### src/common/icache_pkg.sv
package icache_pkg;

    localparam int ADDR_W         = 32;
    localparam int WORD_W         = 32;
    localparam int LINE_BYTES     = 16;
    localparam int CACHE_LINES    = 16;
    localparam int WORDS_PER_LINE = 4;
    localparam int OFFSET_W       = 4;
    localparam int INDEX_W        = 4;
    localparam int TAG_W          = ADDR_W - INDEX_W - OFFSET_W;

    typedef logic [ADDR_W-1:0]         addr_t;
    typedef logic [WORD_W-1:0]         word_t;
    typedef logic [LINE_BYTES*8-1:0]   line_t;  // Word 0 sits in the low bits
    typedef logic [TAG_W-1:0]          tag_t;
    typedef logic [INDEX_W-1:0]        index_t;
    typedef logic [OFFSET_W-1:0]       offset_t;

    typedef enum logic [1:0] {
        IC_IDLE,
        IC_COMPARE,
        IC_REFILL,
        IC_FENCE
    } icache_state_t;

    typedef enum logic [1:0] {
        RF_IDLE,
        RF_READ,   // One-cycle word read request
        RF_WAIT,
        RF_DONE
    } refill_state_t;

endpackage

### src/common/fetch_pkg.sv
package fetch_pkg;

    // First instruction fetched after reset
    localparam icache_pkg::addr_t RESET_PC = 32'h0000_1000;

    localparam icache_pkg::addr_t INSTR_BYTES = 32'd4;

    typedef enum logic [1:0] {
        FT_ISSUE,  // Free to send a fetch or a fence to the cache
        FT_WAIT,
        FT_HOLD    // Instruction on the outputs until stall drops
    } fetch_state_t;

endpackage

### src/common/fetch_if.sv
interface fetch_if
    import icache_pkg::*;
();
    logic  req;    // One-cycle fetch request
    addr_t addr;   // Held from req until ready
    logic  fence;  // One-cycle invalidate request
    word_t data;
    logic  ready;  // One-cycle answer to req or fence
    logic  hit;    // Set together with ready when the line was present

    modport fetch (
        output req,
        output addr,
        output fence,
        input  data,
        input  ready,
        input  hit
    );

    modport cache (
        input  req,
        input  addr,
        input  fence,
        output data,
        output ready,
        output hit
    );
endinterface

### src/common/refill_if.sv
interface refill_if
    import icache_pkg::*;
();
    logic  req;        // Level, high until ready pulses
    addr_t line_addr;  // Line aligned
    line_t line;       // Valid in the ready cycle
    logic  ready;

    modport cache (
        output req,
        output line_addr,
        input  line,
        input  ready
    );

    modport engine (
        input  req,
        input  line_addr,
        output line,
        output ready
    );
endinterface

### src/icache/refill_engine.sv
module refill_engine
    import icache_pkg::*;
(
    input  logic      clk,
    input  logic      rst,
    refill_if.engine  rif,
    output logic      mem_rd_req,
    output addr_t     mem_rd_addr,
    input  word_t     mem_rd_data,
    input  logic      mem_rd_valid
);

    refill_state_t state;
    logic [$clog2(WORDS_PER_LINE)-1:0] word_cnt;
    logic  last_word;
    line_t line_q;

    assign last_word = &word_cnt;

    assign mem_rd_req  = (state == RF_READ);
    assign mem_rd_addr = {rif.line_addr[ADDR_W-1:OFFSET_W], word_cnt,
                          {(OFFSET_W - $bits(word_cnt)){1'b0}}};

    assign rif.ready = (state == RF_DONE);
    assign rif.line  = line_q;

    always_ff @(posedge clk or posedge rst) begin
        if (rst) begin
            state    <= RF_IDLE;
            word_cnt <= '0;
        end else begin
            case (state)
                RF_IDLE: begin
                    word_cnt <= '0;
                    if (rif.req) begin
                        state <= RF_READ;
                    end
                end
                RF_READ: begin
                    state <= RF_WAIT;
                end
                RF_WAIT: begin
                    if (mem_rd_valid) begin
                        if (last_word) begin
                            state <= RF_DONE;
                        end else begin
                            word_cnt <= word_cnt + 1'b1;
                            state    <= RF_READ;  // Next read one cycle after the answer
                        end
                    end
                end
                RF_DONE: begin
                    state <= RF_IDLE;  // The cache lowers req in the same edge
                end
                default: begin
                    state <= RF_IDLE;
                end
            endcase
        end
    end

    // Each answer lands in the slot of the word it was read for
    always_ff @(posedge clk) begin
        if (state == RF_WAIT && mem_rd_valid) begin
            line_q[word_cnt*WORD_W +: WORD_W] <= mem_rd_data;
        end
    end

endmodule

### src/icache/icache.sv
module icache
    import icache_pkg::*;
(
    input  logic    clk,
    input  logic    rst,
    fetch_if.cache  fif,
    refill_if.cache rif
);

    tag_t    tag;
    index_t  index;
    offset_t offset;
    logic [$clog2(WORDS_PER_LINE)-1:0] word_sel;

    tag_t  tag_array  [CACHE_LINES];
    line_t data_array [CACHE_LINES];
    logic [CACHE_LINES-1:0] valid_array;

    icache_state_t state;
    icache_state_t state_nxt;
    logic          lookup_hit;
    logic          refill_done;

    assign tag      = fif.addr[ADDR_W-1 -: TAG_W];
    assign index    = fif.addr[OFFSET_W +: INDEX_W];
    assign offset   = fif.addr[OFFSET_W-1:0];
    assign word_sel = offset[OFFSET_W-1 -: $clog2(WORDS_PER_LINE)];  // Byte bits dropped

    assign rif.line_addr = {tag, index, {OFFSET_W{1'b0}}};

    // Lookup result is only meaningful in COMPARE, while addr is held stable
    assign lookup_hit  = (state == IC_COMPARE) && valid_array[index]
                         && (tag_array[index] == tag);
    assign refill_done = (state == IC_REFILL) && rif.ready;

    always_comb begin
        state_nxt = state;
        case (state)
            IC_IDLE: begin
                if (fif.fence) begin
                    state_nxt = IC_FENCE;
                end else if (fif.req) begin
                    state_nxt = IC_COMPARE;
                end
            end
            IC_COMPARE: begin
                state_nxt = lookup_hit ? IC_IDLE : IC_REFILL;
            end
            IC_REFILL: begin
                if (rif.ready) begin
                    state_nxt = IC_IDLE;
                end
            end
            IC_FENCE: begin
                state_nxt = IC_IDLE;
            end
            default: begin
                state_nxt = IC_IDLE;
            end
        endcase
    end

    always_ff @(posedge clk or posedge rst) begin
        if (rst) begin
            state       <= IC_IDLE;
            fif.ready   <= 1'b0;
            fif.hit     <= 1'b0;
            rif.req     <= 1'b0;
            valid_array <= '0;
        end else begin
            state   <= state_nxt;
            fif.hit <= lookup_hit;
            case (state)
                IC_COMPARE: begin
                    fif.ready <= lookup_hit;
                    rif.req   <= !lookup_hit;  // Refill starts the cycle after the miss
                end
                IC_REFILL: begin
                    fif.ready <= rif.ready;
                    rif.req   <= !rif.ready;  // Dropped right after the line arrives
                end
                IC_FENCE: begin
                    fif.ready <= 1'b1;
                    rif.req   <= 1'b0;
                end
                default: begin
                    fif.ready <= 1'b0;
                    rif.req   <= 1'b0;
                end
            endcase

            if (state == IC_FENCE) begin
                valid_array <= '0;
            end else if (refill_done) begin
                valid_array[index] <= 1'b1;
            end
        end
    end

    always_ff @(posedge clk) begin
        if (refill_done) begin
            tag_array[index]  <= tag;
            data_array[index] <= rif.line;
        end
    end

    always_ff @(posedge clk) begin
        if (lookup_hit) begin
            fif.data <= data_array[index][word_sel*WORD_W +: WORD_W];
        end else if (refill_done) begin
            fif.data <= rif.line[word_sel*WORD_W +: WORD_W];  // Forward from the new line
        end else if (state == IC_FENCE) begin
            fif.data <= '0;
        end
    end

endmodule

### src/verilog/fetch_unit.sv
module fetch_unit
    import icache_pkg::*;
    import fetch_pkg::*;
(
    input  logic   clk,
    input  logic   rst,
    fetch_if.fetch fif,
    input  logic   redirect,
    input  addr_t  redirect_pc,
    input  logic   fence_i,
    input  logic   stall,
    output logic   instr_valid,
    output word_t  instr,
    output addr_t  instr_pc
);

    fetch_state_t state;
    addr_t        pc;
    logic         fence_pend;
    logic         redir_pend;
    addr_t        redir_target;
    logic         wait_fence;  // Outstanding request is a fence
    logic         issue_ok;
    logic         redir_any;
    addr_t        redir_pc_any;

    assign issue_ok  = (state == FT_ISSUE) && !redirect;
    assign fif.req   = issue_ok && !fence_pend;
    assign fif.fence = issue_ok && fence_pend;  // A pending fence goes out before any fetch
    assign fif.addr  = pc;

    // A redirect seen in the ready cycle itself wins over an older one
    assign redir_any    = redirect || redir_pend;
    assign redir_pc_any = redirect ? redirect_pc : redir_target;

    always_ff @(posedge clk or posedge rst) begin
        if (rst) begin
            state       <= FT_ISSUE;
            pc          <= RESET_PC;
            fence_pend  <= 1'b0;
            redir_pend  <= 1'b0;
            wait_fence  <= 1'b0;
            instr_valid <= 1'b0;
        end else begin
            if (fence_i) begin
                fence_pend <= 1'b1;
            end else if (fif.fence) begin
                fence_pend <= 1'b0;
            end

            case (state)
                FT_ISSUE: begin
                    if (redirect) begin
                        pc <= redirect_pc;
                    end else begin
                        wait_fence <= fence_pend;
                        state      <= FT_WAIT;
                    end
                end
                FT_WAIT: begin
                    if (fif.ready) begin
                        redir_pend <= 1'b0;
                        if (redir_any) begin
                            pc    <= redir_pc_any;  // Result of the old stream is dropped
                            state <= FT_ISSUE;
                        end else if (wait_fence) begin
                            state <= FT_ISSUE;
                        end else begin
                            instr_valid <= 1'b1;
                            state       <= FT_HOLD;
                        end
                    end else if (redirect) begin
                        redir_pend <= 1'b1;
                    end
                end
                FT_HOLD: begin
                    if (redirect) begin
                        instr_valid <= 1'b0;
                        pc          <= redirect_pc;
                        state       <= FT_ISSUE;
                    end else if (!stall) begin
                        instr_valid <= 1'b0;
                        pc          <= pc + INSTR_BYTES;
                        state       <= FT_ISSUE;
                    end
                end
                default: begin
                    state <= FT_ISSUE;
                end
            endcase
        end
    end

    always_ff @(posedge clk) begin
        if (state == FT_WAIT && redirect) begin
            redir_target <= redirect_pc;
        end
        if (state == FT_WAIT && fif.ready) begin
            instr    <= fif.data;
            instr_pc <= pc;
        end
    end

endmodule

### src/verilog/ifetch_top.sv
module ifetch_top
    import icache_pkg::*;
(
    input  logic  clk,
    input  logic  rst,
    input  logic  redirect,
    input  addr_t redirect_pc,
    input  logic  fence_i,
    input  logic  stall,
    output logic  instr_valid,
    output word_t instr,
    output addr_t instr_pc,
    output logic  mem_rd_req,
    output addr_t mem_rd_addr,
    input  word_t mem_rd_data,
    input  logic  mem_rd_valid
);

    fetch_if  fif ();
    refill_if rif ();

    fetch_unit fetch_unit_i (
        .clk         (clk),
        .rst         (rst),
        .fif         (fif.fetch),
        .redirect    (redirect),
        .redirect_pc (redirect_pc),
        .fence_i     (fence_i),
        .stall       (stall),
        .instr_valid (instr_valid),
        .instr       (instr),
        .instr_pc    (instr_pc)
    );

    icache icache_i (
        .clk (clk),
        .rst (rst),
        .fif (fif.cache),
        .rif (rif.cache)
    );

    // Only block that talks to the external instruction memory
    refill_engine refill_engine_i (
        .clk          (clk),
        .rst          (rst),
        .rif          (rif.engine),
        .mem_rd_req   (mem_rd_req),
        .mem_rd_addr  (mem_rd_addr),
        .mem_rd_data  (mem_rd_data),
        .mem_rd_valid (mem_rd_valid)
    );

endmodule

### config.mk
export PLATFORM = sky130hd
export DESIGN_NAME = ifetch_top
export DESIGN_NICKNAME = d
export VERILOG_FILES = /design/src/common/icache_pkg.sv /design/src/common/fetch_pkg.sv /design/src/common/fetch_if.sv /design/src/common/refill_if.sv /design/src/icache/refill_engine.sv /design/src/icache/icache.sv /design/src/verilog/fetch_unit.sv /design/src/verilog/ifetch_top.sv
export SDC_FILE = /design/constraint.sdc
export NUM_CORES = 2
export LEC_CHECK = 0
export BUFFER_PORTS_ARGS = -buffer_cell sky130_fd_sc_hd__buf_2
export CELL_PAD_IN_SITES_DETAIL_PLACEMENT = 1
export CELL_PAD_IN_SITES_GLOBAL_PLACEMENT = 2
export CORE_ASPECT_RATIO = 0.8
export CORE_MARGIN = 2
export CORE_UTILIZATION = 25
export CTS_CLUSTER_SIZE = 10
export DETAILED_ROUTE_END_ITERATION = 10
export GPL_ROUTABILITY_DRIVEN = 0
export PLACE_DENSITY = 0.43
export SLEW_MARGIN = 0
export SYNTH_ARGS = -nofsm -noshare
export SYNTH_HDL_FRONTEND = slang
export SYNTH_HIERARCHICAL = 1
export SYNTH_SLANG_ARGS = --single-unit
### constraint.sdc
create_clock -name clk -period 15.2 [get_ports clk]
set_input_delay 0 -clock clk [delete_from_list [all_inputs] [get_ports clk]]
set_output_delay 0 -clock clk [all_outputs]
set_load 0.005 [all_outputs]
==> results by group <==
Outcome
  – Status: finished clean

Timing
  – Rel. slew slack: 12.5%
  – Max Fclk: 142 MHz
  – Slew Viols, Final: 0
  – Period utilization: 46.5%
  – Setup Skew: 47.7 ps
  – Tmin final: 7060 ps
  – Hold Fails Final Rpt: 0
  – RSZ-0062 raised after global routing: false
  – Setup TNS: 0 ps
  – Final WS setup: 8140 ps
  – Worst slew pin tran: 1310 ps
  – Count of final setup violators: 0

Clocking
  – Sink Count: 2750
  – CTS tree: yes
  – Worst-path clk slew: 60 ps
  – CTS root buffer: clkbuf_16
  – Worst-case clock buffer depth: 4
  – CTS buffer count: 332
  – Setup bufs post-CTS: 0
  – PostCTS Resize Cnt: 0
  – H-tree levels: 5
  – Post-CTS Hold Fix Bufs: 134
  – Worst skew pair latency: 960 ps

Power and ir drop
  – Peak supply drop: 0.122 mV
  – Final Power: 21.1 mW
  – P_leak: 40.8 nW
  – Pwr/cell area: 167 nW/µm²

Detailed routing
  – # DRC: 0
  – Vias per cell: 4.60
  – Avg WL per Cell: 30.0 µm
  – DR iter-0 viols: 4121
  – Post-route ant nets: 0
  – DR pass1 iterations: 5
  – WL final: 332000 µm
  – Vias: 50907

Floorplanning
  – Cell Rows: 215
  – I/O Pins: 168
  – Initial Util: 25.1%
  – Die Wd: 738 µm
  – Die area: 436000 µm²
  – Die span in y: 591 µm
  – Core area: 429000 µm²

Worst hold path
  – HP Class: input pin to flip-flop

Job
  – Max-capacitance violation count: 0

Worst setup path
  – Crit path largest cell delay: 820 ps
  – CP Launch Type: flip-flop
  – Kind of critical path: flip-flop to flip-flop
  – Worst-path fanout max: 41
  – Cell mode on critical path: buf_4
  – Crit-path cells: buf_4, buf_4, mux4_2, mux4_2, xnor2_1, nand4_1, nor4b_4, nand4_4, nand2_4, buf_4
  – WP buf/inv: 3
  – Crit end category: flip-flop
  – Max stage delay cell, worst path: dfrtp_4
  – Critical Path AT: 7620 ps
  – Worst Path Required: 15760 ps
  – CP top delay family: buffers and inverters

Yosys
  – Cells after Synth: 4675
  – Mapped Area: 108000 µm²
  – Syn Area/Cell: 23.0 µm²
  – Syn. warnings: 6

Cells and area
  – Finished Layout Cells: 11067
  – Share of cells above drive strength 1: 29.9%
  – Util after Layout: 29.4%
  – Final nets: 5223
  – Area grow syn2layout: 17.2%

Global route
  – GRT Resource Usage Total: 15.1%
  – Initial antenna violation count: 30
  – Total grt overflow: 0
  – Global-route wire length before repair: 464000 µm
  – Largest net degree at the start of global routing: 98
  – Vias in the first global route: 55902

Placed design
  – IO Port Bufs: 165
  – Place WS: 7920 ps
  – DPL Wire Length: 166000 µm
  – Placed Instances: 10419
## worst register-to-register path, delay by kind of cell, from the launching register on
family,cells,cell delay [ps]
xor+xnor,1,270
buf+inv,3,2230
flops,1,820
mux,2,1140
simple gates,4,2170
## report_power, final
part / internal, mW / total, mW / switching [mW]
clock: 4.10 / 7.21 / 3.11
sequential: 8.65 / 8.98 / 0.338
combinational: 2.12 / 4.91 / 2.79
## layout by cell type, fill, tap and decap left out, types with 20 or more instances in the layout
master and n:
inv_1 30, clkbuf_1 92, nor2_1 79, buf_4 117
clkinv_1 31, nand3_1 23, dlygate4sd3_1 134, nor2b_1 20
dfrtp_1 54, mux2i_1 37, a21oi_1 31, and3_1 74
and2_1 103, clkbuf_16 339, nand2_1 38, mux2_4 26
mux4_2 805, buf_2 165, edfxtp_1 2688, o21ai_0 68
## flip-flops by register name (all words and copies together), names as in the netlist, 2 cells and up
register	cells
icache_i/data_array	2048
icache_i/tag_array	384
refill_engine_i/rif.line	128
fetch_unit_i/fif.addr	32
fetch_unit_i/instr	32
fetch_unit_i/instr_pc	32
fetch_unit_i/redir_target	32
icache_i/fif.data	32
icache_i/valid_array	16
fetch_unit_i/state	2
icache_i/state	2
refill_engine_i/state	2
refill_engine_i/word_cnt	2
## worst paths after layout
kind	startpoint	end	cells after the start	slack, ps
min reg2reg	icache_i/fif.data[16]	fetch_unit_i/instr[16]	0	420
max reg2reg	fetch_unit_i/fif.addr[4]	icache_i/fif.data[4]	10	8140
min	mem_rd_data[28]	refill_engine_i/rif.line[92]	3	60
min in group asynchronous	rst	refill_engine_i/word_cnt[0]	4	470
max	fetch_unit_i/fif.addr[4]	icache_i/fif.data[4]	10	8140
max in group asynchronous	rst	icache_i/valid_array[6]	4	13910
## cell type report
cell class	instances	area [µm²]
Inverter	32	128
Antenna cell	13	32.5
Tap cell	5750	7190
Fill cell	42720	302000
Clock buffer	440	8950
Sequential cell	2750	82300
Multi-Input combinational cell	1588	23700
Clock inverter	61	435
Timing Repair Buffer	433	3390
## through the flow
step | area [µm²] | hold WS, ps
2_1_floorplan | 108000 | -234
3_3_place_gp | 115000 | 92.8
3_5_place_dp | 115000 | 94.6
4_1_cts | 126000 | 1.92
5_1_grt | 126000 | 56.3
6_report | 126000 | 55.2
## per-layer routing
metal / routed length (µm) / track usage [%]
met5: 12 / 0
met4: 6290 / 3.13
met3: 12800 / 1.87
met2: 156000 / 24.1
met1: 156000 / 22.0
Power figures use the tool's default switching activity.
